`config.mk`:
```
export PLATFORM = sky130hd
export DESIGN_NAME = integer_lag_search
export DESIGN_NICKNAME = d
export VERILOG_FILES = /design/src/pitch_fr3_settings.svh /design/src/pitch_fr3_pkg.sv /design/src/integer_lag_search.sv
export SDC_FILE = /design/constraint.sdc
export NUM_CORES = 1
export LEC_CHECK = 0
export BUFFER_PORTS_ARGS = -buffer_cell sky130_fd_sc_hd__buf_4
export CORE_MARGIN = 3
export CORE_UTILIZATION = 57
export DETAILED_ROUTE_END_ITERATION = 8
export PLACE_DENSITY = 0.86
export SLEW_MARGIN = 20
export SYNTH_ARGS = -nofsm -noshare
export SYNTH_HDL_FRONTEND = slang
export SYNTH_SLANG_ARGS = --single-unit
```
`constraint.sdc`:
```
create_clock -name clock -period 6.54 [get_ports clock]
set_input_delay 0.654 -clock clock [delete_from_list [all_inputs] [get_ports clock]]
set_output_delay 0.654 -clock clock [all_outputs]
set_load 0.1 [all_outputs]
```
`src/pitch_fr3_settings.svh`:
```
`ifndef PITCH_FR3_SETTINGS_SVH
`define PITCH_FR3_SETTINGS_SVH

//////////////////////////////
// Pitch lag limits
//////////////////////////////

`define PITCH_LAG_MIN 20
`define PITCH_LAG_MAX 143

// Extra correlation values on each side of the search range
`define SEARCH_MARGIN 4

// First subframe lags above this skip the fractional search
`define EARLY_LAG_LIMIT 84

//////////////////////////////
// Interpolation filter
//////////////////////////////

`define UP_SAMP 3
`define INTER_TAPS 4

// Correlation buffer entries
`define CORR_DEPTH 160

`endif

```
`src/pitch_fr3_pkg.sv`:
```
package pitch_fr3_pkg;

	// Q15 normalized correlation
	typedef logic signed [15:0] corr_t;

	typedef logic [7:0] lag_t;

	// Fraction in thirds of a sample
	typedef logic signed [2:0] frac_t;

	typedef logic [7:0] index_t;

	typedef logic signed [31:0] acc_t;

	// Sequencer FSM
	typedef enum logic [2:0] {
		SEQ_IDLE,
		SEQ_LOAD,
		SEQ_SEARCH,
		SEQ_EARLY,
		SEQ_INTERP,
		SEQ_FOLD,
		SEQ_RESULT
	} seq_state_t;

endpackage

```
`src/integer_lag_search.sv`:
```
module integer_lag_search
	import pitch_fr3_pkg::*;
(
	input  logic   clock,
	input  logic   reset,
	input  logic   search_start,
	input  index_t first_index,
	input  index_t last_index,
	input  corr_t  rd_data,
	output index_t rd_addr,
	output logic   search_done,
	output index_t best_index
);

	index_t addr_q;
	index_t end_q;
	index_t idx_q;
	logic   busy;
	logic   rd_v;
	logic   rd_last;
	logic   seed;
	logic   fin;
	corr_t  best_val;

	assign rd_addr = addr_q;

	//////////////////////////////
	// Address walk
	//////////////////////////////

	always_ff @(posedge clock) begin
		if (reset) begin
			busy <= 1'b0;
			addr_q <= '0;
			end_q <= '0;
			rd_v <= 1'b0;
			rd_last <= 1'b0;
			seed <= 1'b0;
			fin <= 1'b0;
			search_done <= 1'b0;
		end else begin
			rd_v <= busy;
			rd_last <= busy && (addr_q == end_q);
			fin <= rd_v && rd_last;
			search_done <= fin;
			if (search_start) begin
				busy <= 1'b1;
				seed <= 1'b1;
				addr_q <= first_index;
				end_q <= last_index;
			end else begin
				if (busy) begin
					addr_q <= addr_q + 8'd1;
					if (addr_q == end_q)
						busy <= 1'b0;
				end
				if (rd_v)
					seed <= 1'b0;
			end
		end
	end

	//////////////////////////////
	// Running maximum
	//////////////////////////////

	// Index follows the data through the buffer latency
	always_ff @(posedge clock) begin
		idx_q <= addr_q;
		// Greater or equal so a tie moves to the later lag
		if (rd_v && (seed || rd_data >= best_val)) begin
			best_val <= rd_data;
			best_index <= idx_q;
		end
	end

endmodule

```
==> metrics.yaml <==
setup_path:
  critPathLaunchType: "input pin"
  crit_arrival_ps: 2800
  rr_startpoint: "best_val[14]$_DFFE_PP_"
  endpoint: "best_val[2]$_DFFE_PP_"
  crit-reg2reg-capture: "best_val[2]$_DFFE_PP_"
  critPathMaxFanout: 17
  r2r.worst_path.cells: 8
  startpoint: "rd_data[9]"
  worst_setup_path_end_kind: "flop"
  critPathRequiredTime_ps: 6530
  path_class: "in2reg"
  ff2ff_setup_slack_ps: 3840
logic_synthesis:
  synth.distinct_cells: 31
  synth_simple_gate_area_share_pct: 11.59
  synth-xor-area-share_pct: 5.766
  syn-num-nets: 245
  synth_compound_area_share_pct: 6.590
  yosysTopAreaCell: "edfxtp_1"
  synth_edf_count: 24
  netlist.area_leader.share_pct: 31.63
  async_reset_ff_share_pct: 0
  synth.area.top_cells: "edfxtp_1, dfxtp_1, ha_1"
  synth_mux_area_share_pct: 4.833
  ys.flop_type: "dfxtp_1"
  synth_warnings: 0
  synth.avg_cell_area_um2: 11.81
  synth_seq_cells: 54
  synthTopCellsByCount: "dfxtp_1, nor2_1, edfxtp_1"
  synth_top_family_by_area: "simple AND/OR/NAND/NOR gates"
  syn-cell-area_um2: 2278
  yosysSeqAreaShare_pct: 57.99
  synth_adder_area_share_pct: 9.336
  yosysMostFrequentCell: "dfxtp_1"
  synth_cells: 193
timing:
  maxSlewViolCount: 0
  tightest_slew_ps: 522.0
  finClkSkew_ps: 6.442
  timing.fmax_ghz: 0.3561
  fin_crit_sh_pct: 42.94
  whs_ps: 403.2
  rsz0062_at_grt: "false"
  hold_violations: 0
  fin_ws_ps: 3732
  setup_viol: 0
  finalSetupTns_ps: 0
  slew_headroom_pct: 64.51
  period_minus_slack_ps: 2808
power_and_ir_drop:
  ir_drop_v: 0.0002023
  finalPower_mw: 0.6769
  power.leakage_nw: 1.278
  power.density_nw_per_um2: 242.7
route:
  wl_per_cell_um: 14.28
  vias: 1538
  wl_um: 4226
  dr.pass1.iters: 4
  drtIter0Drc: 95
  antenna_left: 0
  drt_drc_violations_left: 0
  viasPerCell: 5.196
floorplanning:
  coreArea_um2: 3744
  io_pins: 52
  die_w_um: 69.23
  rows: 22
  die_height_um: 69.23
  die-area_um2: 4792
  floorplan.initialDensity_pct: 60.86
grt:
  grt_antenna_before_repair: 0
  grt_usage_pct: 18.34
  grt.overflow.total: 0
  grt_max_degree: 22
  grt_pass1_wl_um: 6982
  first_global_vias: 1530
final_layout:
  design_area_um2: 2789
  diodes: 0
  fin_nets: 299
  syn2layout_area_growth_pct: 22.41
  drive_gt1_share_pct: 26.61
clock_network:
  cts_buffer_depth: 2
  cts_resized: 0
  post_cts_buffers: 0
  clock-sinks: 54
  cts_tree: "done"
  cts_buffers: 5
  insertion_delay_ps: 300
  postCtsHoldBufs: 0
  root_buffer: "clkbuf_8"
  clk_pin_slew_ps: 90
  cts_htree_levels: 2
placement:
  gp_congestion: 0.7820
  place_ws_ps: 3493
  placed_area_um2: 2708
  hpwl_um: 3203
  io_buffers: 51
job:
  max-cap-violations: 0
hold_path:
  hold_path.class: "reg2reg"
run_status:
  outcome: "completed"
[flip-flops by register name (all words and copies together) (netlist names), 8 cells and up]
signal / cells
best_index: 8
rd_addr: 8
idx_q: 8
end_q: 8
best_val: 16
[final cells by class]
class                   instances  area, µm²
repair buffers                 52      390.4
clock buffers                   6      72.57
multi-input cells             117      872.1
clock inverters                 2      8.758
well taps                      48      60.06
flip-flops and latches         54       1321
inverters                      17      63.81
fillers                       291      954.7
[logic make-up (layout without fill, tap and decap cells)]
| family | after synthesis | after routing |
|---|---|---|
| flip-flops | 54 | 54 |
| AND/OR/NAND/NOR | 52 | 52 |
| AO/OA/AOI/OAI | 22 | 22 |
| buffers and inverters | 22 | 77 |
| adder cells (fa/ha/maj) | 17 | 17 |
| XOR/XNOR | 15 | 15 |
| multiplexers | 11 | 11 |
[layer usage]
layer | wire length [µm] | GRT usage (%) | vias up | share of wire (%)
met2 | 2057 | 29.87 | 45 | 49
met5 | 0 | 0 | - | 0
met3 | 237 | 5.362 | 13 | 5.6
li1 | - | - | 771 | -
met4 | 123 | 8.243 | 0 | 2.9
met1 | 1807 | 22.52 | 709 | 43
[cell usage in the layout (no fill, tap or decap), types with 3 or more instances in the layout]
| cell type | instances |
|---|---|
| buf_4 | 52 |
| dfxtp_1 | 30 |
| nor2_1 | 25 |
| edfxtp_1 | 24 |
| inv_1 | 17 |
| ha_1 | 17 |
| xor2_1 | 13 |
| a21oi_1 | 12 |
| nand2_1 | 10 |
| mux2i_1 | 10 |
| clkbuf_8 | 5 |
| nand3_1 | 3 |
| nor2b_1 | 3 |
[metrics by stage]
stage	util [%]	instances
2_1_floorplan	-	193
3_3_place_gp	72.33	288
3_5_place_dp	72.33	288
4_1_cts	74.50	296
5_1_grt	74.50	296
6_report	74.50	296
[how the worst min path moves through the flow]
stage                                 from                      end  slack (ps)  cells after the start
final                     idx_q[3]$_DFF_P_  best_index[3]$_DFFE_PP_         400                      0
after global routing      idx_q[4]$_DFF_P_  best_index[4]$_DFFE_PP_         420                      0
after detailed placement  idx_q[3]$_DFF_P_  best_index[3]$_DFFE_PP_         390                      0
after global placement    idx_q[0]$_DFF_P_  best_index[0]$_DFFE_PP_         390                      0
after CTS                 idx_q[3]$_DFF_P_  best_index[3]$_DFFE_PP_         410                      0
after floorplan           idx_q[0]$_DFF_P_  best_index[0]$_DFFE_PP_         390                      0
[where the power goes]
group / switching, mW / leakage [nW] / internal [mW]
registers: 0.0127 / 0.469 / 0.372
logic: 0.0773 / 0.767 / 0.0423
clock network: 0.0992 / 0.0426 / 0.0738
total: 0.189 / 1.28 / 0.488
[worst max-delay path, stage by stage]
cell       delay (ps)
buf_4             110
ha_1              330
a21o_1            170
nand3_1            80
a21oi_1            90
a2111oi_2         450
mux2i_2           550
buf_4             350
Power figures use the tool's default switching activity.
