[src/pitch_fr3_settings.svh]
`ifndef PITCH_FR3_SETTINGS_SVH
`define PITCH_FR3_SETTINGS_SVH

//////////////////////////////
// Pitch lag limits
//////////////////////////////

`define PITCH_LAG_MIN 20
`define PITCH_LAG_MAX 143

// Extra correlation values on each side of the search range
`define SEARCH_MARGIN 4

// First subframe lags above this skip the fractional search
`define EARLY_LAG_LIMIT 84

//////////////////////////////
// Interpolation filter
//////////////////////////////

`define UP_SAMP 3
`define INTER_TAPS 4

// Correlation buffer entries
`define CORR_DEPTH 160

`endif

[src/pitch_fr3_pkg.sv]
package pitch_fr3_pkg;

	// Q15 normalized correlation
	typedef logic signed [15:0] corr_t;

	typedef logic [7:0] lag_t;

	// Fraction in thirds of a sample
	typedef logic signed [2:0] frac_t;

	typedef logic [7:0] index_t;

	typedef logic signed [31:0] acc_t;

	// Sequencer FSM
	typedef enum logic [2:0] {
		SEQ_IDLE,
		SEQ_LOAD,
		SEQ_SEARCH,
		SEQ_EARLY,
		SEQ_INTERP,
		SEQ_FOLD,
		SEQ_RESULT
	} seq_state_t;

endpackage

[src/lag_sequencer.sv]
`include "pitch_fr3_settings.svh"

module lag_sequencer
	import pitch_fr3_pkg::*;
(
	input  logic   clock,
	input  logic   reset,
	input  logic   cmd_valid,
	input  lag_t   t0_min,
	input  lag_t   t0_max,
	input  logic   first_subframe,
	input  logic   load_done,
	input  logic   search_done,
	input  index_t best_index,
	input  logic   interp_done,
	input  corr_t  interp_value,
	input  logic   result_ready,
	output logic   cmd_ready,
	output logic   load_start,
	output index_t load_len,
	output logic   search_start,
	output index_t first_index,
	output index_t last_index,
	output logic   interp_start,
	output index_t center_index,
	output frac_t  frac,
	output logic   result_valid,
	output lag_t   result_lag,
	output frac_t  result_frac
);

	seq_state_t state;
	lag_t       t_min_q;
	lag_t       t_max_q;
	lag_t       lag_q;
	logic       first_q;
	index_t     center_q;
	frac_t      trial;
	frac_t      best_frac;
	corr_t      best_val;

	assign cmd_ready = (state == SEQ_IDLE);
	assign result_valid = (state == SEQ_RESULT);

	// Buffer index 0 holds lag t0_min minus the margin
	assign load_len = index_t'(t_max_q - t_min_q + 2 * `SEARCH_MARGIN + 1);
	assign first_index = index_t'(`SEARCH_MARGIN);
	assign last_index = index_t'(t_max_q - t_min_q + `SEARCH_MARGIN);
	assign center_index = center_q;
	assign frac = trial;
	assign result_lag = lag_q;
	assign result_frac = best_frac;

	//////////////////////////////
	// FSM
	//////////////////////////////

	always_ff @(posedge clock) begin
		if (reset) begin
			state <= SEQ_IDLE;
			load_start <= 1'b0;
			search_start <= 1'b0;
			interp_start <= 1'b0;
		end else begin
			load_start <= 1'b0;
			search_start <= 1'b0;
			interp_start <= 1'b0;
			case (state)
				SEQ_IDLE: begin
					if (cmd_valid) begin
						state <= SEQ_LOAD;
						load_start <= 1'b1;
					end
				end
				SEQ_LOAD: begin
					if (load_done) begin
						state <= SEQ_SEARCH;
						search_start <= 1'b1;
					end
				end
				SEQ_SEARCH: begin
					if (search_done)
						state <= SEQ_EARLY;
				end
				SEQ_EARLY: begin
					if (first_q && lag_q > `EARLY_LAG_LIMIT) begin
						state <= SEQ_RESULT;
					end else begin
						state <= SEQ_INTERP;
						interp_start <= 1'b1;
					end
				end
				SEQ_INTERP: begin
					if (interp_done) begin
						if (trial == 3'sd2)
							state <= SEQ_FOLD;
						else
							interp_start <= 1'b1;
					end
				end
				SEQ_FOLD: state <= SEQ_RESULT;
				SEQ_RESULT: begin
					if (result_ready)
						state <= SEQ_IDLE;
				end
				default: state <= SEQ_IDLE;
			endcase
		end
	end

	//////////////////////////////
	// Lag and fraction
	//////////////////////////////

	always_ff @(posedge clock) begin
		case (state)
			SEQ_IDLE: begin
				if (cmd_valid) begin
					t_min_q <= t0_min;
					t_max_q <= t0_max;
					first_q <= first_subframe;
				end
			end
			SEQ_SEARCH: begin
				if (search_done) begin
					center_q <= best_index;
					lag_q <= lag_t'(best_index + t_min_q - `SEARCH_MARGIN);
				end
			end
			SEQ_EARLY: begin
				trial <= -3'sd2;
				best_frac <= '0;
			end
			SEQ_INTERP: begin
				if (interp_done) begin
					// First value seeds, later ones need to be strictly larger
					if (trial == -3'sd2 || interp_value > best_val) begin
						best_val <= interp_value;
						best_frac <= trial;
					end
					trial <= trial + 3'sd1;
				end
			end
			SEQ_FOLD: begin
				if (best_frac == -3'sd2) begin
					best_frac <= 3'sd1;
					lag_q <= lag_q - 8'd1;
				end else if (best_frac == 3'sd2) begin
					best_frac <= -3'sd1;
					lag_q <= lag_q + 8'd1;
				end
			end
			default: ;
		endcase
	end

endmodule

[config.mk]
export PLATFORM = sky130hd
export DESIGN_NAME = lag_sequencer
export DESIGN_NICKNAME = d
export VERILOG_FILES = /design/src/pitch_fr3_pkg.sv /design/src/lag_sequencer.sv
export VERILOG_INCLUDE_DIRS = /design/src
export SDC_FILE = /design/constraint.sdc
export NUM_CORES = 1
export LEC_CHECK = 0
export BUFFER_PORTS_ARGS = -buffer_cell sky130_fd_sc_hd__buf_2
export CORE_AREA = 2 2 86 88
export DETAILED_ROUTE_END_ITERATION = 6
export DIE_AREA = 0 0 88 90
export PLACE_DENSITY = 0.94
export RECOVER_POWER = 100
export SETUP_SLACK_MARGIN = 0.1
export SYNTH_ARGS = -nofsm -noshare
export SYNTH_HDL_FRONTEND = slang
export SYNTH_SLANG_ARGS = --single-unit
[constraint.sdc]
create_clock -name clock -period 5.7 [get_ports clock]
set_input_delay 0.855 -clock clock [delete_from_list [all_inputs] [get_ports clock]]
set_output_delay 0.855 -clock clock [all_outputs]
set_load 0.01 [all_outputs]
==> results of run 1 <==
==> sequential cells by signal, indices dropped and copies added (netlist names), 3 cells and up <==
name          count
state             3
center_index      8
best_val         16
t_max_q           8
t_min_q           8
result_lag        8
frac              3
result_frac       3
==> cell type report <==
cell class / instances / area [um^2]
Inverter: 54 / 203
Timing Repair Buffer: 90 / 372
Clock buffer: 10 / 128
Multi-Input combinational cell: 243 / 1920
Sequential cell: 61 / 1770
Clock inverter: 6 / 40.0
Tap cell: 99 / 124
Fill cell: 590 / 2470
==> cells in the final DEF, fill, tap and decap left out, types with 5 or more instances in the layout <==
cell type	Yosys	final
conb_1	2	8
xor2_1	12	12
inv_1	52	52
clkbuf_1	4	64
a21oi_1	16	17
o21ai_0	15	15
dfxtp_1	6	6
buf_2	1	27
a211o_1	5	5
edfxtp_1	55	55
nand2_1	20	20
clkbuf_8	0	9
ha_1	47	47
nor2_1	16	16
a21o_1	7	7
nor3b_1	5	5
o21a_1	5	5
nor3_1	8	8
xnor2_1	16	16
nor2b_1	6	6
==> kinds of logic (layout without fill, tap and decap cells) <==
| group | Yosys count | after routing |
|---|---|---|
| muxes | 5 | 5 |
| xor gates and xnor gates | 28 | 28 |
| AOI/OAI and AO/OA | 71 | 71 |
| other | 2 | 8 |
| and+or+nand+nor | 81 | 81 |
| adders and majority gates | 50 | 50 |
| DFF | 61 | 61 |
| buffers and inverters | 67 | 160 |
==> power breakdown <==
group          leakage [nW]  total [mW]  switching, mW  internal, mW
Combinational          1.38       0.369          0.215         0.154
Sequential            0.549       0.531         0.0144         0.516
Clock                0.0743       0.335          0.180         0.156
Total                  2.00        1.23          0.409         0.826
==> per-stage QoR <==
| step | cell area [um^2] | util, % | hold WS [ns] | std cells | worst slack [ns] |
|---|---|---|---|---|---|
| finish | 4550 | 64.9 | 0.650 | 563 | 1.84 |
| global route | 4550 | 64.9 | 0.661 | 563 | 1.68 |
| CTS | 4640 | 66.1 | 0.633 | 563 | 1.94 |
| detailed placement | 4470 | 63.7 | 0.618 | 547 | 1.85 |
| global placement | 4470 | 63.7 | 0.592 | 547 | 2.06 |
| floorplan | 3980 | - | 0.550 | 371 | 2.42 |
==> per-layer routing <==
| metal | vias to the layer above | share of wire, % | wire (um) |
|---|---|---|---|
| li1 | 1459 | - | - |
| met1 | 1433 | 39 | 3340 |
| met2 | 118 | 53 | 4520 |
| met3 | 14 | 6.0 | 513 |
| met4 | 0 | 1.9 | 165 |
| met5 | - | 0 | 0 |
==> worst min-delay path by stage <==
stage / from / end / slack (ns) / cells after the start
3_3_place_gp: state[2]$_SDFFE_PP0P_ / state[2]$_SDFFE_PP0P_ / 0.59 / 2
6_report: frac[0]$_SDFFCE_PN0P_ / result_frac[0]$_DFFE_PP_ / 0.65 / 2
3_5_place_dp: state[1]$_SDFFE_PP0P_ / search_start$_SDFF_PP0_ / 0.62 / 1
5_1_grt: t0_min[7] / t_min_q[7]$_DFFE_PP_ / 0.66 / 1
2_1_floorplan: state[1]$_SDFFE_PP0P_ / search_start$_SDFF_PP0_ / 0.55 / 2
4_1_cts: state[1]$_SDFFE_PP0P_ / search_start$_SDFF_PP0_ / 0.63 / 1
==> critical path: stages (launching register included) <==
cell      delay [ns]
edfxtp_1        0.41
ha_1            0.25
fa_1            0.46
nor2b_4         0.15
o31a_4          0.14
nor4_2          0.04
a311oi_1        0.61
and4bb_1        0.32
xnor2_1         0.13
buf_2           0.14
==> out/results.tsv, run 1 <==
metric	value	unit
dr.pass1.iters	5	
core-area	7020	um^2
globalRouteTotalUtil	22.4	%
avgRoutedWirePerCell	15.2	um
fin_setup_tns	0	ns
syn_inst	365	
ys_seq_elements	61	
netlist.top_cell.by_area	edfxtp_1	
rr_startpoint	best_val[13]$_DFFE_PP_	
total_power	1.23	mW
layout-drive-gt1-share	11.0	%
clock_path_buffers	2	
grt_pass1_wl	13.7	mm
grtUsageMet1	25.3	%
hold_viol	0	
yosysWarnings	0	
root_buffer	clkbuf_8	
critPathLaunch	t_min_q[0]$_DFFE_PP_	
rr_endpoint	best_val[9]$_DFFE_PP_	
rsz0062_at_grt	no	
finalClockSkew	0.00778	ns
drcViolationCount	0	
slew_headroom	13.5	%
synth_compound_area_share	12.3	%
use_met2	39.6	%
grt_antenna_before_repair	0	
required	4.85	ns
ir_worst_vdd	0.144	mV
synth_async_sr_flop_share	0	%
cts_tree	yes	
synth_top_family_by_area	adder cells	
grt_overflow	0	
postRouteAntennaNets	0	
postCtsSetupBuffers	0	
synth.avg_cell_area	10.8	um^2
io_pins	99	
synth_top_area_share	41.7	%
leakage	2.00	nW
yosysMostFrequentCell	edfxtp_1	
synth_fa_ha_area_share	16.4	%
antenna_cells	0	
syn_to_final_growth	15.0	%
clk_pin_slew	0.07	ns
status	finished, final reports clean	
start_kind	register	
cts_resized	0	
finalSetupViolations	0	
netlist_area	3960	um^2
worstHoldPathType	register to register	
htree_levels	3	
num_vias	3024	
synth-simple-area-share	11.5	%
grt_use_met3	5.23	%
reg2reg_depth	8	
yosysUniqueCellTypes	52	
crit_arrival	3.01	ns
grt_max_degree	19	
reg2reg_slack	2.45	ns
fin_crit_sh	67.8	%
viasPerCell	5.37	
grt_busiest_layer	met2	
criticalPathCategory	register to output port	
place.gp.congestion	0.802	
fp-row-count	31	
synth_ff_type	edfxtp_1	
finalWirelength	8.53	mm
cts_hold_buf	0	
synth_xor_area_share	6.20	%
grt_pass1_vias	3116	
clk_latency	0.35	ns
fin_crit	3.86	ns
synth.area.mux_share	1.58	%
start_util	56.4	%
ys_top_cells_by_area	edfxtp_1 42%, ha_1 15%, inv_1 4.9%, xnor2_1 3.5%, dfxtp_1 3.0%	
die_x	88	um
worst_pin_slew	1.29	ns
crit_fanout	4	
place.detailed.hpwl	6.66	mm
numCtsBuffers	9	
crit_path_end	load_len[7]	
cts.sinks	61	
synth_commonest_cells	55 x edfxtp_1, 52 x inv_1, 47 x ha_1, 20 x nand2_1	
detailedRoute.firstIterationViolations	134	
numPortBuffers	90	
die-area	7920	um^2
yosysSeqAreaShare	44.8	%
crit_path_end_kind	output port	
fmax	259	MHz
power_density	271	nW/um^2
finalMaxSlewViolations	0	
synth_edf_count	55	
final_nets	557	
chipHeight	90	um
cap_violations	0	
No activity file was read; power rests on OpenSTA's default activity.
==> run 2, diff against run 1 <==
ABC_AREA = 1   (was default)
CORE_AREA = 2 2 94 96   (was 2 2 86 88)
DIE_AREA = 0 0 96 98   (was 0 0 88 90)
PLACE_DENSITY = 0.86   (was 0.94)
clock period = 3.3 ns   (was 5.7 ns; I/O delays follow)
==> out/results.tsv, run 2 <==
metric	value	unit
status	finished, final reports clean	
layout-drive-gt1-share	12.0	%
crit_arrival	2.56	ns
grt_overflow	0	
syn_to_final_growth	16.4	%
worstHoldPathType	input port to register	
die_x	96	um
clock_path_buffers	2	
cts_tree	yes	
finalSetupViolations	0	
place_worst_setup_slack	0.552	ns
synth_top_area_share	41.0	%
power_density	780	nW/um^2
cts_hold_buf	0	
grt_max_degree	18	
dr_wl_met3	486	um
ys_top_cells_by_area	edfxtp_1 41%, ha_1 15%, nand2_1 8.1%, inv_1 8.0%, dfxtp_1 3.0%	
yosysMostFrequentCell	nand2_1	
yosysUniqueCellTypes	38	
detailedRoute.firstIterationViolations	108	
yosysWarnings	0	
numPortBuffers	90	
met2_length	4.64	mm
synth_commonest_cells	87 x nand2_1, 86 x inv_1, 55 x edfxtp_1, 47 x ha_1, 27 x nor2_1	
rr_startpoint	t_min_q[1]$_DFFE_PP_	
start_util	47.6	%
required	2.80	ns
fin_crit_sh	92.6	%
num_vias	3180	
place.gp.congestion	0.915	
reg2reg_depth	13	
rr_endpoint	result_lag[7]$_DFFE_PP_	
final_nets	634	
placed_area	4590	um^2
fmax	327	MHz
final_core_util	55.4	%
grt_pass1_vias	3205	
chipHeight	98	um
reg2reg_slack	0.76	ns
htree_levels	3	
crit_path_end_kind	output port	
clk_latency	0.33	ns
core-area	8470	um^2
clk_pin_slew	0.07	ns
grt_antenna_before_repair	0	
cts.sinks	61	
synth_ff_type	edfxtp_1	
min-delay-start	t0_max[5]	
yosysSeqAreaShare	44.0	%
fillerInstances	765	
drcViolationCount	0	
finalClockSkew	0.00502	ns
io_pins	99	
ir_worst_vdd	0.333	mV
top_register	best_val	
worst_pin_slew	0.961	ns
leakage	2.20	nW
final_cell_mix	87 x nand2_1, 86 x inv_1, 59 x clkbuf_1	
worstHoldEndpoint	t_max_q[5]$_DFFE_PP_	
finalInstanceArea	4690	um^2
final_common_cell	nand2_1	
rsz0062_at_grt	no	
start_kind	register	
hold_depth	1	
antenna_cells	0	
finalWirelength	8.51	mm
criticalPathCategory	register to output port	
fin_crit	3.06	ns
synth.avg_cell_area	9.23	um^2
cap_violations	0	
synth_edf_count	55	
crit_fanout	5	
hold_viol	0	
fp-row-count	34	
viasPerCell	4.90	
top_layer_used	met4	
fin_setup_tns	0	ns
netlist_area	4030	um^2
globalRouteTotalUtil	18.6	%
dr.pass1.iters	4	
synth_async_sr_flop_share	0	%
ys_seq_elements	61	
place.detailed.hpwl	6.84	mm
drt-met1-wl	3.32	mm
slew_headroom	35.9	%
finalMaxSlewViolations	0	
grt_pass1_wl	13.7	mm
root_buffer	clkbuf_8	
avgRoutedWirePerCell	13.1	um
final.setup.worst_slack	0.245	ns
numCtsBuffers	9	
netlist.top_cell.by_area	edfxtp_1	
postRouteAntennaNets	0	
largest_reg_flops	16	
syn_inst	436	
die-area	9410	um^2
-- run 2: how the worst max path moves through the flow --
| stage | endpoint | from | cells after the start |
|---|---|---|---|
| final | load_len[6] | t_min_q[0]$_DFFE_PP_ | 10 |
| after detailed placement | load_len[7] | t_min_q[0]$_DFFE_PP_ | 9 |
| after CTS | load_len[7] | t_min_q[0]$_DFFE_PP_ | 9 |
| after global placement | load_len[7] | t_min_q[0]$_DFFE_PP_ | 9 |
| after global routing | load_len[6] | t_min_q[0]$_DFFE_PP_ | 10 |
| after floorplan | best_val[0]$_DFFE_PP_ | interp_value[11] | 8 |
-- run 2: layer usage --
layer,GRT usage [%],up-vias
met5,0,-
met4,5.05,0
met3,4.78,9
met2,34.9,88
met1,20.2,1480
li1,-,1603
-- run 2: critical path, cell delays in order (launching register included) --
cell and delay [ns]:
edfxtp_1 0.40, ha_1 0.29, fa_1 0.45, inv_1 0.11, a31oi_1 0.14, xor2_2 0.33
nor2_1 0.15, nand2_1 0.09, nand2_1 0.06, nand2_1 0.06, clkbuf_1 0.15
-- run 2: repair_timing --
action                     CTS  global route
setup endpoints to repair    0             4
buffers inserted             0             0
resized for setup            0             1
-- run 2: cells by family after synthesis --
| family | after synthesis | synth area share (%) |
|---|---|---|
| compound gates | 47 | 7.12 |
| xor+xnor | 20 | 5.38 |
| fa+ha+maj | 50 | 16.1 |
| buf+inv | 97 | 9.85 |
| flops | 61 | 44.0 |
| other cells | 2 | 0.187 |
| simple gates | 159 | 17.4 |
-- run 2: report_power, final --
| group | switching [mW] | internal, mW |
|---|---|---|
| Combinational | 1.18 | 0.679 |
| Sequential | 0.0797 | 1.05 |
| Clock | 0.283 | 0.386 |
-- run 2: area by class of cell --
class	instances	area [um^2]	share of cell area [%]
clock buffers	12	155	3.31
clock inverters	4	46.3	0.988
inverters	87	327	6.97
multi-input cells	284	1860	39.7
flip-flops and latches	61	1770	37.8
well taps	108	135	2.88
repair buffers	93	393	8.38
-- run 2: metrics by stage --
step	hold slack, ns	power (mW)	cells
detailed placement	0.513	3.07	633
global route	0.316	3.94	649
CTS	0.319	3.76	649
global placement	0.485	2.98	633
finish	0.335	3.66	649
floorplan	0.469	2.51	442
==> run 3, diff against run 2 <==
ABC_AREA = default   (was 1)
CORE_AREA = 2 2 92 94   (was 2 2 94 96)
CTS_BUF_LIST = sky130_fd_sc_hd__clkbuf_8   (was default)
DIE_AREA = 0 0 94 96   (was 0 0 96 98)
HOLD_SLACK_MARGIN = 0.08   (was default)
PLACE_DENSITY = 0.88   (was 0.86)
==> out/results.tsv, run 3 (synthesized netlist as in run 1, its figures left out) <==
metric	value	unit
numPortBuffers	90	
cts_hold_buf	0	
antenna_cells	0	
die-area	9020	um^2
fmax	317	MHz
die_x	94	um
crit_fanout	4	
globalRouteTotalUtil	19.8	%
grt_pass1_wl	13.7	mm
htree_levels	3	
cts_tree	yes	
syn_to_final_growth	19.1	%
viasPerCell	5.23	
crit_arrival	2.66	ns
place.gp.congestion	0.854	
final_nets	566	
fp-row-count	33	
drcViolationCount	0	
ir_worst_vdd	0.263	mV
postRouteAntennaNets	0	
final_cell_mix	59 x clkbuf_1, 55 x edfxtp_1, 54 x inv_1	
finalSetupViolations	0	
status	finished, final reports clean	
fillerInstances	694	
worst_pin_slew	0.845	ns
slew_headroom	43.7	%
top_register	best_val	
finalInstanceArea	4710	um^2
finalMaxSlewViolations	0	
chipHeight	96	um
finalWirelength	8.67	mm
finalClockSkew	0.0102	ns
dr.pass1.iters	5	
grt_antenna_before_repair	0	
start_util	49.2	%
placed_area	4500	um^2
grt_pass1_vias	3072	
grt_max_degree	19	
clk_latency	0.34	ns
core-area	8050	um^2
final_cells	578	
largest_reg_flops	16	
hold_viol	0	
cap_violations	0	
grt_overflow	0	
io_pins	99	
dpl.cell_count	556	
power_density	495	nW/um^2
avgRoutedWirePerCell	15.0	um
total_power	2.33	mW
place.detailed.hpwl	6.75	mm
cts.sinks	61	
clk_pin_slew	0.07	ns
numCtsBuffers	9	
required	2.80	ns
fin_crit_sh	95.5	%
rsz0062_at_grt	yes	
clock_path_buffers	2	
fin_crit	3.15	ns
fin_setup_tns	0	ns
worstHoldPathType	input port to register	
num_vias	3023	
detailedRoute.firstIterationViolations	71	
criticalPathCategory	register to output port	
final_common_cell	clkbuf_1	
start_kind	register	
layout-drive-gt1-share	14.6	%
leakage	2.10	nW
crit_path_end_kind	output port	
root_buffer	clkbuf_8	
==> run 3: cell types whose count changed in the layout (fill, tap and decap cells not counted), moves of 6 or more <==
cell / before / now
nor2_1: 30 / 16
inv_1: 86 / 54
nand3_1: 20 / 3
nor2b_1: 0 / 6
xnor2_1: 9 / 15
a21o_1: 1 / 7
xor2_1: 6 / 12
nand2_1: 87 / 20
==> run 3: layer usage <==
metal	routed length (um)	track usage, %
met3	657	7.44
met4	155	7.00
met2	4470	36.3
met1	3380	20.9
met5	0	0
==> run 3: path summary, 6_finish.rpt <==
| kind | start | end | slack (ns) | cells past startpoint |
|---|---|---|---|---|
| worst max-delay path | t_min_q[0]$_DFFE_PP_ | load_len[7] | 0.15 | 9 |
| worst max register to register | result_frac[0]$_DFFE_PP_ | result_lag[7]$_DFFE_PP_ | 0.59 | 10 |
| worst min register to register | state[2]$_SDFFE_PP0P_ | state[2]$_SDFFE_PP0P_ | 0.63 | 2 |
| worst min-delay path | first_subframe | first_q$_DFFE_PP_ | 0.32 | 1 |
==> run 3: area by class of cell <==
cell class | count | area, um^2 | share of cell area (%)
timing repair buffer | 99 | 437 | 9.26
multi-input combinational | 243 | 1950 | 41.5
clock buffer | 10 | 138 | 2.92
sequential | 61 | 1770 | 37.6
inverter | 54 | 203 | 4.30
clock inverter | 6 | 80.1 | 1.70
tap | 105 | 131 | 2.79
==> run 3: repair_timing <==
action / in CTS / in global routing
buffers inserted: 0 / 6
pin swaps: 1 / 6
endpoints found under the setup margin: 3 / 8
gates resized for setup: 0 / 6
gates cloned: 0 / 0
==> run 3: report_power, final <==
group	total, mW	switching (mW)	internal [mW]
Clock	0.733	0.294	0.439
Combinational	0.685	0.386	0.300
Sequential	0.916	0.0246	0.892
==> run 3: stage by stage <==
stage | setup WS [ns] | hold slack, ns | utilization [%]
after floorplan | 0.378 | 0.550 | -
after global placement | 0.529 | 0.593 | 55.9
after detailed placement | 0.374 | 0.602 | 55.9
after CTS | 0.0453 | 0.308 | 58.6
after global routing | 0.0149 | 0.305 | 58.6
final | 0.148 | 0.320 | 58.6
==> run 3: critical path, cell delays in order (launching register included) <==
cell	delay [ns]
edfxtp_1	0.40
ha_1	0.24
fa_2	0.40
nor2b_4	0.14
o31a_4	0.15
nor4_2	0.04
a311oi_2	0.37
and4bb_1	0.25
xnor2_1	0.15
clkbuf_1	0.17
