$ cat src/pitch_fr3_settings.svh
`ifndef PITCH_FR3_SETTINGS_SVH
`define PITCH_FR3_SETTINGS_SVH

//////////////////////////////
// Pitch lag limits
//////////////////////////////

`define PITCH_LAG_MIN 20
`define PITCH_LAG_MAX 143

// Extra correlation values on each side of the search range
`define SEARCH_MARGIN 4

// First subframe lags above this skip the fractional search
`define EARLY_LAG_LIMIT 84

//////////////////////////////
// Interpolation filter
//////////////////////////////

`define UP_SAMP 3
`define INTER_TAPS 4

// Correlation buffer entries
`define CORR_DEPTH 160

`endif

$ cat src/pitch_fr3_pkg.sv
package pitch_fr3_pkg;

	// Q15 normalized correlation
	typedef logic signed [15:0] corr_t;

	typedef logic [7:0] lag_t;

	// Fraction in thirds of a sample
	typedef logic signed [2:0] frac_t;

	typedef logic [7:0] index_t;

	typedef logic signed [31:0] acc_t;

	// Sequencer FSM
	typedef enum logic [2:0] {
		SEQ_IDLE,
		SEQ_LOAD,
		SEQ_SEARCH,
		SEQ_EARLY,
		SEQ_INTERP,
		SEQ_FOLD,
		SEQ_RESULT
	} seq_state_t;

endpackage

$ cat src/frac_interpolator.sv
`include "pitch_fr3_settings.svh"

module frac_interpolator
	import pitch_fr3_pkg::*;
(
	input  logic   clock,
	input  logic   reset,
	input  logic   interp_start,
	input  index_t center_index,
	input  frac_t  frac,
	input  corr_t  rd_data,
	output index_t rd_addr,
	output logic   interp_done,
	output corr_t  interp_value
);

	localparam int taps = 2 * `INTER_TAPS;
	localparam int table_size = `UP_SAMP * `INTER_TAPS + 1;

	// 1/3 resolution filter, Q15
	localparam corr_t inter_3 [table_size] = '{
		16'sd29443,
		16'sd25207, 16'sd14701, 16'sd3143,
		-16'sd4402, -16'sd5850, -16'sd2783,
		16'sd1211, 16'sd3130, 16'sd2259,
		16'sd0, -16'sd1652, -16'sd1666
	};

	index_t     base;
	logic [1:0] phase;
	logic [2:0] step;
	logic [1:0] tap;
	logic [3:0] coef_idx;
	logic       busy;
	corr_t      coef_q;
	logic       samp_v;
	logic       samp_last;
	acc_t       mult;
	acc_t       prod_q;
	logic       prod_v;
	logic       prod_last;
	logic       fin;
	acc_t       acc;
	acc_t       rounded;

	function automatic acc_t sat_add(acc_t a, acc_t b);
		logic [32:0] s;
		s = {a[31], a} + {b[31], b};
		if (s[32] != s[31])
			return s[32] ? 32'sh8000_0000 : 32'sh7fff_ffff;
		return acc_t'(s[31:0]);
	endfunction

	//////////////////////////////
	// Tap sequencing
	//////////////////////////////

	// Even steps walk left of the center, odd steps walk right
	assign tap = step[2:1];

	always_comb begin
		if (step[0]) begin
			rd_addr = base + index_t'(tap) + 8'd1;
			coef_idx = 4'(`UP_SAMP) - 4'(phase) + 4'(tap) * 4'(`UP_SAMP);
		end else begin
			rd_addr = base - index_t'(tap);
			coef_idx = 4'(phase) + 4'(tap) * 4'(`UP_SAMP);
		end
	end

	always_ff @(posedge clock) begin
		if (reset) begin
			busy <= 1'b0;
			step <= '0;
			samp_v <= 1'b0;
			prod_v <= 1'b0;
			fin <= 1'b0;
			interp_done <= 1'b0;
		end else begin
			samp_v <= busy;
			prod_v <= samp_v;
			fin <= prod_v && prod_last;
			interp_done <= fin;
			if (interp_start) begin
				busy <= 1'b1;
				step <= '0;
			end else if (busy) begin
				step <= step + 3'd1;
				if (step == 3'(taps - 1))
					busy <= 1'b0;
			end
		end
	end

	//////////////////////////////
	// MAC and rounding
	//////////////////////////////

	assign mult = rd_data * coef_q;
	assign rounded = sat_add(acc, 32'sh0000_8000);

	always_ff @(posedge clock) begin
		coef_q <= inter_3[coef_idx];
		samp_last <= (step == 3'(taps - 1));
		// Products are doubled like the fixed point MAC
		prod_q <= mult <<< 1;
		prod_last <= samp_last;
		if (interp_start) begin
			acc <= '0;
			// Negative fraction moves one sample left
			if (frac < 0) begin
				base <= center_index - 8'd1;
				phase <= 2'(frac + frac_t'(`UP_SAMP));
			end else begin
				base <= center_index;
				phase <= frac[1:0];
			end
		end else if (prod_v) begin
			acc <= sat_add(acc, prod_q);
		end
		if (fin)
			interp_value <= rounded[31:16];
	end

endmodule

$ cat config.mk
export PLATFORM = sky130hd
export DESIGN_NAME = frac_interpolator
export DESIGN_NICKNAME = d
export VERILOG_FILES = /design/src/pitch_fr3_pkg.sv /design/src/frac_interpolator.sv
export VERILOG_INCLUDE_DIRS = /design/src
export SDC_FILE = /design/constraint.sdc
export NUM_CORES = 1
export LEC_CHECK = 0
export BUFFER_PORTS_ARGS = -buffer_cell sky130_fd_sc_hd__clkbuf_2
export CAP_MARGIN = 40
export CORE_MARGIN = 4
export CORE_UTILIZATION = 45
export CTS_CLUSTER_DIAMETER = 80
export DETAILED_ROUTE_END_ITERATION = 8
export PLACE_DENSITY = 0.69
export SYNTH_ARGS = -nofsm -noshare
export SYNTH_HDL_FRONTEND = slang
export SYNTH_SLANG_ARGS = --single-unit
$ cat constraint.sdc
create_clock -name clock -period 7.8 [get_ports clock]
set_input_delay 1.56 -clock clock [delete_from_list [all_inputs] [get_ports clock]]
set_output_delay 1.56 -clock clock [all_outputs]
set_load 0.03 [all_outputs]
==> key figures, run 1 <==
Synthesis
  • Synth Flop Type: dfxtp_1
  • Seq/Total Area, Yosys: 15.84%
  • Post-synthesis net count: 2159
  • Syn Area/Cell: 9.231 um^2
  • Library cells used by synthesis: 62
  • #FFs+latches synth: 114
  • Async set-reset flop share out of synthesis: 0%
  • Post-synth EDFFs: 26
  • Synth Cell Area: 16050 um^2
  • Synth warn: 0
  • Syn Inst Count: 1739

Clocking
  • Clock Pin Slew Worst Setup and Hold Paths: 0.06 ns
  • Setup repair bufs after CTS: 0
  • Hold buffer count at cts: 0
  • TritonCTS clock tree: done
  • TritonCTS Buffers: 17
  • Clk root buf: clkbuf_16
  • CTS resizes: 0
  • Maximum clock insertion buffer count: 2
  • H-Tree Level Count: 4
  • Worst-Skew Late Latency: 0.42 ns
  • CTS sink cnt: 114

Place
  • Placer's final routability congestion estimate: 0.8695
  • Number of port buffers: 54
  • Final HPWL DP: 28.34 mm

STA
  • Post-layout min period: 7.269 ns
  • RSZ-0062 raised after global routing: false
  • Tcrit/Tclk final: 93.19%
  • Fmax: 137.6 MHz
  • Final setup vio count: 0
  • Final hold vios: 0
  • Worst-margin pin slew: 0.8488 ns
  • Setup_tns: 0 ns
  • Final Max Slew Viols: 0
  • Max-slew headroom: 43.33%
  • Worst clock skew: 0.01431 ns

Job
  • Max cap viols: 0

Final layout
  • Commonest non-fill, non-tap cell in the layout: inv_1
  • Layout cells sized above 1: 9.647%
  • Ant diodes: 0
  • # nets final: 2190
  • # fillers: 3296
  • Most frequent cells in the layout: inv_1 (334), fa_1 (260), nand2_1 (169)
  • Area of the multi-input gates: 12010 um^2
  • P&R area growth vs syn: 8.379%
  • Reg area: 2544 um^2

Critical path
  • Required @ worst endpoint: 8.09 ns
  • Worst setup EP type: flip-flop
  • Crit path top cell by count: fa_1
  • CP Class: input port to flip-flop
  • CP cell instances: clkbuf_2 -> and2_1 -> fa_1 -> inv_1 -> fa_1 -> fa_1 -> fa_1 -> inv_1 -> fa_1 -> fa_1 -> ha_1 -> a21o_1 -> a21o_1 -> a32o_1 -> o2bb2ai_1 -> nand3_1 -> a31oi_1 -> and4_1 -> a2111oi_1 -> a21oi_1 -> xnor2_1
  • Critical path's slowest cell: fa_1
  • Critical Path AT: 7.55 ns
  • Largest fanout on the critical path: 16
  • R2R setup slack: 1.11 ns
  • Startpoint Class: input port
  • CP max stage delay: 0.55 ns

Global routing
  • Initial antenna violation count: 0
  • Global route total overflow: 0
  • GRT Total Usage: 19.01%
  • Vias in the first global route: 12523
  • Global-route wire length before repair: 59.66 mm
  • Largest net degree at the start of global routing: 57

Route
  • Per-cell routed wire length: 15.66 um
  • DRC: 0
  • Final WL: 35.04 mm
  • Vias post-DR: 11543
  • Routed Antenna Nets: 0
  • Drt pass-1 iters: 4
  • Vias per cell: 5.158
  • Initial DRC count: 438

Status
  • Outcome: finished, final reports clean

Floorplan
  • Core Box Area: 34880 um^2
  • Die W: 196.9 um
  • Initial Util: 46.02%
  • Row Count: 68
  • Die H: 196.9 um
  • # IOs: 55
  • Die area: 38760 um^2

Min path
  • Hold Crit Class: flip-flop to flip-flop
[final timing paths]
| kind | start | to | cells past startpoint |
|---|---|---|---|
| hold reg to reg | samp_last$_DFF_P_ | prod_last$_DFF_P_ | 0 |
| setup / recovery | rd_data[6] | prod_q[31]$_DFF_P_ | 21 |
| hold / removal | samp_last$_DFF_P_ | prod_last$_DFF_P_ | 0 |
| setup reg to reg | coef_q[1]$_DFF_P_ | prod_q[31]$_DFF_P_ | 23 |
[stage by stage]
stage | worst slack [ns] | cell area [um^2] | hold slack [ns] | util (%) | cells
6_report | 0.5312 | 17400 | 0.3272 | 49.87 | 2238
5_1_grt | 0.1563 | 17400 | 0.3437 | 49.87 | 2238
4_1_cts | 0.5522 | 17400 | 0.3287 | 49.87 | 2238
3_5_place_dp | 0.1078 | 16790 | 0.3144 | 48.13 | 2206
3_3_place_gp | 0.2817 | 16790 | 0.3109 | 48.13 | 2206
2_1_floorplan | 0.3747 | 16050 | 0.3096 | - | 1739
[sequential cells by signal (all words and copies together) (netlist names)]
signal	cells
samp_last	1
prod_last	1
acc	31
fin	1
samp_v	1
phase	2
prod_q	31
prod_v	1
step	3
base	8
coef_q	16
busy	1
interp_done	1
interp_value	16
[worst max-delay path, delay by kind of cell]
family / cells / cell delay, ns
buffers and inverters: 3 / 0.34
adder cells (fa/ha/maj): 7 / 3.33
XOR/XNOR: 1 / 0.15
AND/OR/NAND/NOR: 3 / 0.62
AO/OA/AOI/OAI: 7 / 1.52
[cell usage after synthesis, drive strengths merged, types with 3 or more instances]
cell type  instances  area (um^2)
inv              334         1254
fa               260         5205
nand2            169        634.4
ha               130         1627
and2             122        763.2
nor2              95        356.6
dfxtp             88         1762
a21oi             73        369.1
xnor2             59        516.8
clkbuf            53        198.9
o21ai             42        210.2
xor2              39        341.6
a211oi            36        420.4
maj3              30        337.8
edfxtp            26        780.8
nand2b            19        118.9
nor3              19        95.09
a21o              16        120.1
and3              13        81.33
nand3             13        65.06
o21a              12        90.09
a31oi             11        83.83
nor2b              9        56.30
buf                7        51.30
mux2i              7        70.07
nand4              7        43.79
o21bai             7        52.55
or3                5        36.28
a2111oi            3        28.78
a22oi              3        22.52
o211ai             3        22.52
o31ai              3        27.52
[layout make-up]
| cell class | count | share of cell area (%) |
|---|---|---|
| multi-input cells | 1229 | 69.04 |
| flip-flops and latches | 114 | 14.62 |
| inverters | 336 | 7.249 |
| well taps | 455 | 3.272 |
| clock buffers | 18 | 2.467 |
| repair buffers | 72 | 2.330 |
| clock inverters | 14 | 1.021 |
[metal layers]
layer | GRT usage (%) | part of all wire, % | up-vias
li1 | - | - | 5501
met4 | 8.475 | 4.4 | 0
met5 | 0 | 0 | -
met2 | 34.22 | 52 | 209
met1 | 22.39 | 41 | 5739
met3 | 2.957 | 3.1 | 94
[cells by family after synthesis]
group	share of synthesized area, %
adders and majority gates	44.66
DFF	15.84
xor gates and xnor gates	5.347
and+or+nand+nor	14.35
muxes	0.4365
AOI/OAI and AO/OA	9.953
buffers and inverters	9.415
Power of run 1 is not shown: default switching activity piles up to over one toggle a cycle in this logic, so the estimate is an artifact.
==> run 2: changes to the inputs <==
--- a/config.mk
+++ b/config.mk
@@ -11,8 +11,9 @@
 export CORE_MARGIN = 4
 export CORE_UTILIZATION = 45
 export CTS_CLUSTER_DIAMETER = 80
+export CTS_CLUSTER_SIZE = 10
 export DETAILED_ROUTE_END_ITERATION = 8
-export PLACE_DENSITY = 0.69
+export PLACE_DENSITY = 0.67
 export SYNTH_ARGS = -nofsm -noshare
 export SYNTH_HDL_FRONTEND = slang
 export SYNTH_SLANG_ARGS = --single-unit
==> constraint.sdc (replaced) <==
create_clock -name clock -period 6.72 [get_ports clock]
set_input_delay 1.344 -clock clock [delete_from_list [all_inputs] [get_ports clock]]
set_output_delay 1.344 -clock clock [all_outputs]
set_load 0.03 [all_outputs]
==> run 2 against run 1 <==
Net effect:
- critical path depth up 2
- routed wire length fell by 0.56%
- setup slack worse by 0.31 ns
- global-route usage grew 0.084 points
- final cell count grew 3.3%
- non-clock buffer count grew 73
==> key figures, run 2 (synthesis gave the netlist of run 1 again) <==
Final layout
  • # nets final: 2263 (was 2190)
  • Top Registers: acc x31, prod_q x31 (unchanged)
  • Ant diodes: 0 (unchanged)
  • Layout cells sized above 1: 14.28% (was 9.647%)
  • Commonest non-fill, non-tap cell in the layout: inv_1 (unchanged)
  • # fillers: 3219 (was 3296)
  • Most frequent cells in the layout: inv_1 (334), fa_1 (258), nand2_1 (168) (was inv_1 (334), fa_1 (260), nand2_1 (169))
  • Final non-filler cell total: 2311 (was 2238)
  • P&R area growth vs syn: 12.72% (was 8.379%)

Critical path
  • Worst setup EP type: flip-flop (unchanged)
  • CP Class: input port to flip-flop (unchanged)
  • Required @ worst endpoint: 7.07 ns (was 8.09 ns)
  • Startpoint Class: input port (unchanged)
  • Critical Path AT: 6.85 ns (was 7.55 ns)
  • Largest fanout on the critical path: 7 (was 16)

Global routing
  • Global route total overflow: 0 (unchanged)
  • Global-route wire length before repair: 60.58 mm (was 59.66 mm)
  • Vias in the first global route: 12917 (was 12523)
  • GRT Total Usage: 19.09% (was 19.01%)
  • Initial antenna violation count: 0 (unchanged)
  • Largest net degree at the start of global routing: 53 (was 57)

Clocking
  • CTS resizes: 0 (unchanged)
  • Setup repair bufs after CTS: 0 (unchanged)
  • H-Tree Level Count: 4 (unchanged)
  • Clock Pin Slew Worst Setup and Hold Paths: 0.06 ns (about the same)
  • Maximum clock insertion buffer count: 2 (unchanged)
  • CTS sink cnt: 114 (unchanged)
  • TritonCTS Buffers: 17 (unchanged)
  • TritonCTS clock tree: done (unchanged)
  • Clk root buf: clkbuf_16 (unchanged)
  • Hold buffer count at cts: 0 (unchanged)
  • Worst-Skew Late Latency: 0.42 ns (about the same)

Floorplan
  • Die W: 196.9 um (unchanged)
  • # IOs: 55 (unchanged)
  • Die area: 38760 um^2 (unchanged)
  • Die H: 196.9 um (unchanged)
  • Core Box Area: 34880 um^2 (unchanged)
  • Initial Util: 46.02% (unchanged)
  • Row Count: 68 (unchanged)

Place
  • Final HPWL DP: 29.25 mm (was 28.34 mm)
  • Number of port buffers: 54 (unchanged)
  • Placed cells: 2279 (was 2206)
  • Placer's final routability congestion estimate: 0.8651 (was 0.8695)

STA
  • Tcrit/Tclk final: 96.69%
  • Post-layout min period: 6.497 ns
  • Fmax: 153.9 MHz
  • Setup_tns: 0 ns (unchanged)
  • Final hold vios: 0 (unchanged)
  • Final setup vio count: 0 (unchanged)
  • Worst-margin pin slew: 0.8314 ns (was 0.8488 ns)
  • Max-slew headroom: 44.46% (was 43.33%)
  • Final Max Slew Viols: 0 (unchanged)
  • Worst clock skew: 0.01004 ns (was 0.01431 ns)

Job
  • Max cap viols: 0 (unchanged)

Route
  • Final WL: 34.84 mm (was 35.04 mm)
  • Per-cell routed wire length: 15.08 um (was 15.66 um)
  • Vias per cell: 5.133 (was 5.158)
  • DRC: 0 (unchanged)
  • Drt pass-1 iters: 5 (was 4)
  • Routed Antenna Nets: 0 (unchanged)
  • Vias post-DR: 11863 (was 11543)
  • Initial DRC count: 470 (was 438)

Status
  • Outcome: finished, final reports clean (unchanged)

Min path
  • Hold Crit Class: flip-flop to flip-flop (unchanged)
-- run 2: area by class of cell --
| class | instances | area, um^2 | area share, % |
|---|---|---|---|
| Multi-Input combinational cell | 1229 | 12120 | 66.97 |
| Inverter | 336 | 1261 | 6.970 |
| Clock inverter | 15 | 193.9 | 1.072 |
| Sequential cell | 114 | 2544 | 14.06 |
| Clock buffer | 17 | 425.4 | 2.351 |
| Tap cell | 455 | 569.3 | 3.146 |
| Timing Repair Buffer | 145 | 983.4 | 5.435 |
-- run 2: path summary, 6_finish.rpt --
path                           from                 end  slack (ns)  cells after the start
setup / recovery        rd_data[12]  prod_q[30]$_DFF_P_        0.22                     23
hold / removal    samp_last$_DFF_P_   prod_last$_DFF_P_        0.33                      0
setup reg to reg  coef_q[1]$_DFF_P_  prod_q[31]$_DFF_P_        0.50                     20
hold reg to reg   samp_last$_DFF_P_   prod_last$_DFF_P_        0.33                      0
-- run 2: layer usage --
layer / global-route usage (%) / routed length, um / vias to the layer above
met3: 2.256 / 941 / 61
met4: 6.651 / 1043 / 0
li1: - / - / 5659
met1: 22.53 / 14170 / 5952
met5: 0 / 0 / -
met2: 35.79 / 18690 / 191
-- run 2: worst max-delay path, cell delays in order --
cell      delay, ns
clkbuf_2       0.17
and2_1         0.21
fa_1           0.53
inv_1          0.05
fa_1           0.47
fa_1           0.51
inv_1          0.05
fa_1           0.48
fa_1           0.49
inv_1          0.05
fa_1           0.47
inv_1          0.04
ha_1           0.33
a21oi_2        0.19
inv_1          0.05
a221oi_1       0.29
o31a_1         0.23
o21bai_2       0.10
a41oi_2        0.21
a211oi_2       0.11
a21o_1         0.20
a21oi_2        0.14
xnor2_1        0.12
-- run 2: metrics by stage --
stage	area, um^2	utilization, %	worst slack, ns	hold WS (ns)
floorplan	16140	-	0.02184	0.3096
global placement	17430	49.96	-0.1911	0.3122
detailed placement	17430	49.96	-0.2601	0.3262
CTS	18050	51.73	0.1666	0.3380
global route	18090	51.87	-0.02789	0.3503
finish	18090	51.87	0.2225	0.3307
Power of run 2 is left out for the same reason.
==> run 3: changes to the inputs <==
==> constraint.sdc (replaced) <==
create_clock -name clock -period 7.5 [get_ports clock]
set_input_delay 1.5 -clock clock [delete_from_list [all_inputs] [get_ports clock]]
set_output_delay 1.5 -clock clock [all_outputs]
set_load 0.03 [all_outputs]
==> run 3 against run 2 <==
Net effect:
- setup slack better by 0.17 ns
- non-clock buffer count down 57
- core utilization down 1.6 points
- critical path depth down 2
- critical endpoint is now prod_q[31]$_DFF_P_
- highest routed layer unchanged
- sequential share of layout area up 0.46 points
- critical path type unchanged
- sequential cell count unchanged
- register-to-register slack better by 0.38 ns
- final cell count down 2.4%
==> key figures, run 3 (synthesis gave the netlist of run 1 again) <==
Status
  • Outcome: finished, final reports clean (unchanged)

STA
  • Worst hold slack: 0.3259 ns (was 0.3307 ns)
  • Post-layout min period: 7.104 ns
  • Final Max Slew Viols: 0 (unchanged)
  • Final hold vios: 0 (unchanged)
  • Fmax: 140.8 MHz
  • RSZ-0062 raised after global routing: false
  • Worst-margin pin slew: 0.8681 ns (was 0.8314 ns)
  • Worst clock skew: 0.01421 ns (was 0.01004 ns)
  • Final setup vio count: 0 (unchanged)
  • Setup_tns: 0 ns (unchanged)
  • Max-slew headroom: 42.05% (was 44.46%)
  • Tcrit/Tclk final: 94.72%

Critical path
  • R2R depth: 21 (was 20)
  • Largest fanout on the critical path: 16 (was 7)
  • Startpoint Class: input port (unchanged)
  • FF-to-FF Start: coef_q[2]$_DFF_P_ (was coef_q[1]$_DFF_P_)
  • Required @ worst endpoint: 7.80 ns (was 7.07 ns)
  • Critical Path Source: rd_data[7] (was rd_data[12])
  • R2r endpoint: prod_q[31]$_DFF_P_ (unchanged)
  • Worst setup EP type: flip-flop (unchanged)
  • R2R setup slack: 0.88 ns (was 0.50 ns)
  • CP endpoint: prod_q[31]$_DFF_P_ (was prod_q[30]$_DFF_P_)
  • CP Class: input port to flip-flop (unchanged)
  • Critical Path AT: 7.40 ns (was 6.85 ns)

Floorplan
  • Initial Util: 46.02% (unchanged)
  • Core Box Area: 34880 um^2 (unchanged)
  • Die area: 38760 um^2 (unchanged)
  • Die W: 196.9 um (unchanged)
  • Row Count: 68 (unchanged)
  • # IOs: 55 (unchanged)
  • Die H: 196.9 um (unchanged)

Route
  • Final WL: 34.60 mm (was 34.84 mm)
  • Routed Antenna Nets: 0 (unchanged)
  • Drt pass-1 iters: 5 (unchanged)
  • Per-cell routed wire length: 15.34 um (was 15.08 um)
  • Vias post-DR: 11528 (was 11863)
  • Vias per cell: 5.112 (was 5.133)
  • DRC: 0 (unchanged)
  • Initial DRC count: 401 (was 470)

Global routing
  • Largest net degree at the start of global routing: 57 (was 53)
  • Vias in the first global route: 12773 (was 12917)
  • Global-route wire length before repair: 60.24 mm (was 60.58 mm)
  • GRT Total Usage: 19.17% (was 19.09%)
  • Initial antenna violation count: 0 (unchanged)
  • Global route total overflow: 0 (unchanged)

Place
  • Final HPWL DP: 28.28 mm (was 29.25 mm)
  • Number of port buffers: 54 (unchanged)
  • Placer's final routability congestion estimate: 0.8577 (was 0.8651)

Clocking
  • Hold buffer count at cts: 0 (unchanged)
  • Setup repair bufs after CTS: 0 (unchanged)
  • Clk root buf: clkbuf_16 (unchanged)
  • H-Tree Level Count: 4 (unchanged)
  • CTS resizes: 0 (unchanged)
  • TritonCTS clock tree: done (unchanged)
  • TritonCTS Buffers: 17 (unchanged)
  • Worst-Skew Late Latency: 0.43 ns (was 0.42 ns)
  • Clock Pin Slew Worst Setup and Hold Paths: 0.06 ns (about the same)
  • Maximum clock insertion buffer count: 2 (unchanged)
  • CTS sink cnt: 114 (unchanged)

Final layout
  • Area of the multi-input gates: 12010 um^2 (was 12120 um^2)
  • # fillers: 3297 (was 3219)
  • Layout cells sized above 1: 10.45% (was 14.28%)
  • Most frequent cells in the layout: inv_1 (334), fa_1 (260), nand2_1 (169) (was inv_1 (334), fa_1 (258), nand2_1 (168))
  • Commonest non-fill, non-tap cell in the layout: inv_1 (unchanged)
  • Top Registers: acc x31, prod_q x31 (unchanged)
  • # nets final: 2206 (was 2263)
  • Core Util, Final: 50.22% (was 51.87%)
  • Reg area: 2544 um^2 (unchanged)
  • P&R area growth vs syn: 9.135% (was 12.72%)

Job
  • Max cap viols: 0 (unchanged)

Min path
  • Hold Crit Class: flip-flop to flip-flop (unchanged)
==> run 3: final cells by class <==
class | count | area share (%)
multi-input cells | 1229 | 68.56
flip-flops and latches | 114 | 14.52
inverters | 336 | 7.199
well taps | 455 | 3.250
repair buffers | 88 | 3.000
clock buffers | 17 | 2.428
clock inverters | 15 | 1.028
diodes | 1 | 0.01428
==> run 3: through the flow <==
step	setup slack (ns)	area [um^2]	instances
6_report	0.3958	17520	2255
5_1_grt	0.09982	17520	2254
4_1_cts	0.4280	17520	2254
3_5_place_dp	-0.01460	16910	2222
3_3_place_gp	0.09585	16910	2222
2_1_floorplan	0.1347	16050	1739
==> run 3: worst min-delay path by stage <==
stage	from	endpoint	slack, ns	cells after the start
2_1_floorplan	samp_last$_DFF_P_	prod_last$_DFF_P_	0.31	0
3_3_place_gp	samp_last$_DFF_P_	prod_last$_DFF_P_	0.31	0
3_5_place_dp	samp_last$_DFF_P_	prod_last$_DFF_P_	0.31	0
4_1_cts	samp_last$_DFF_P_	prod_last$_DFF_P_	0.33	0
5_1_grt	samp_last$_DFF_P_	prod_last$_DFF_P_	0.34	0
6_report	samp_last$_DFF_P_	prod_last$_DFF_P_	0.33	0
==> run 3: per-layer routing <==
metal | vias up | wire (um) | GRT usage [%]
met5 | - | 0 | 0
met4 | 0 | 975 | 6.728
met3 | 56 | 1056 | 2.786
met2 | 174 | 18210 | 35.20
met1 | 5764 | 14350 | 22.91
li1 | 5534 | - | -
==> run 3: critical path: stages <==
cell and delay, ns:
clkbuf_2 0.24, and2_1 0.26, fa_1 0.54, inv_1 0.05, fa_1 0.46, fa_1 0.50
fa_1 0.54, inv_1 0.05, fa_1 0.52, fa_1 0.42, ha_1 0.32, a21o_1 0.17
a21o_1 0.17, a32o_1 0.23, o2bb2ai_1 0.18, nand3_1 0.15, a31oi_1 0.12, and4_1 0.22
a2111oi_1 0.46, a21oi_1 0.14, xnor2_1 0.14
Power of run 3 is left out for the same reason.
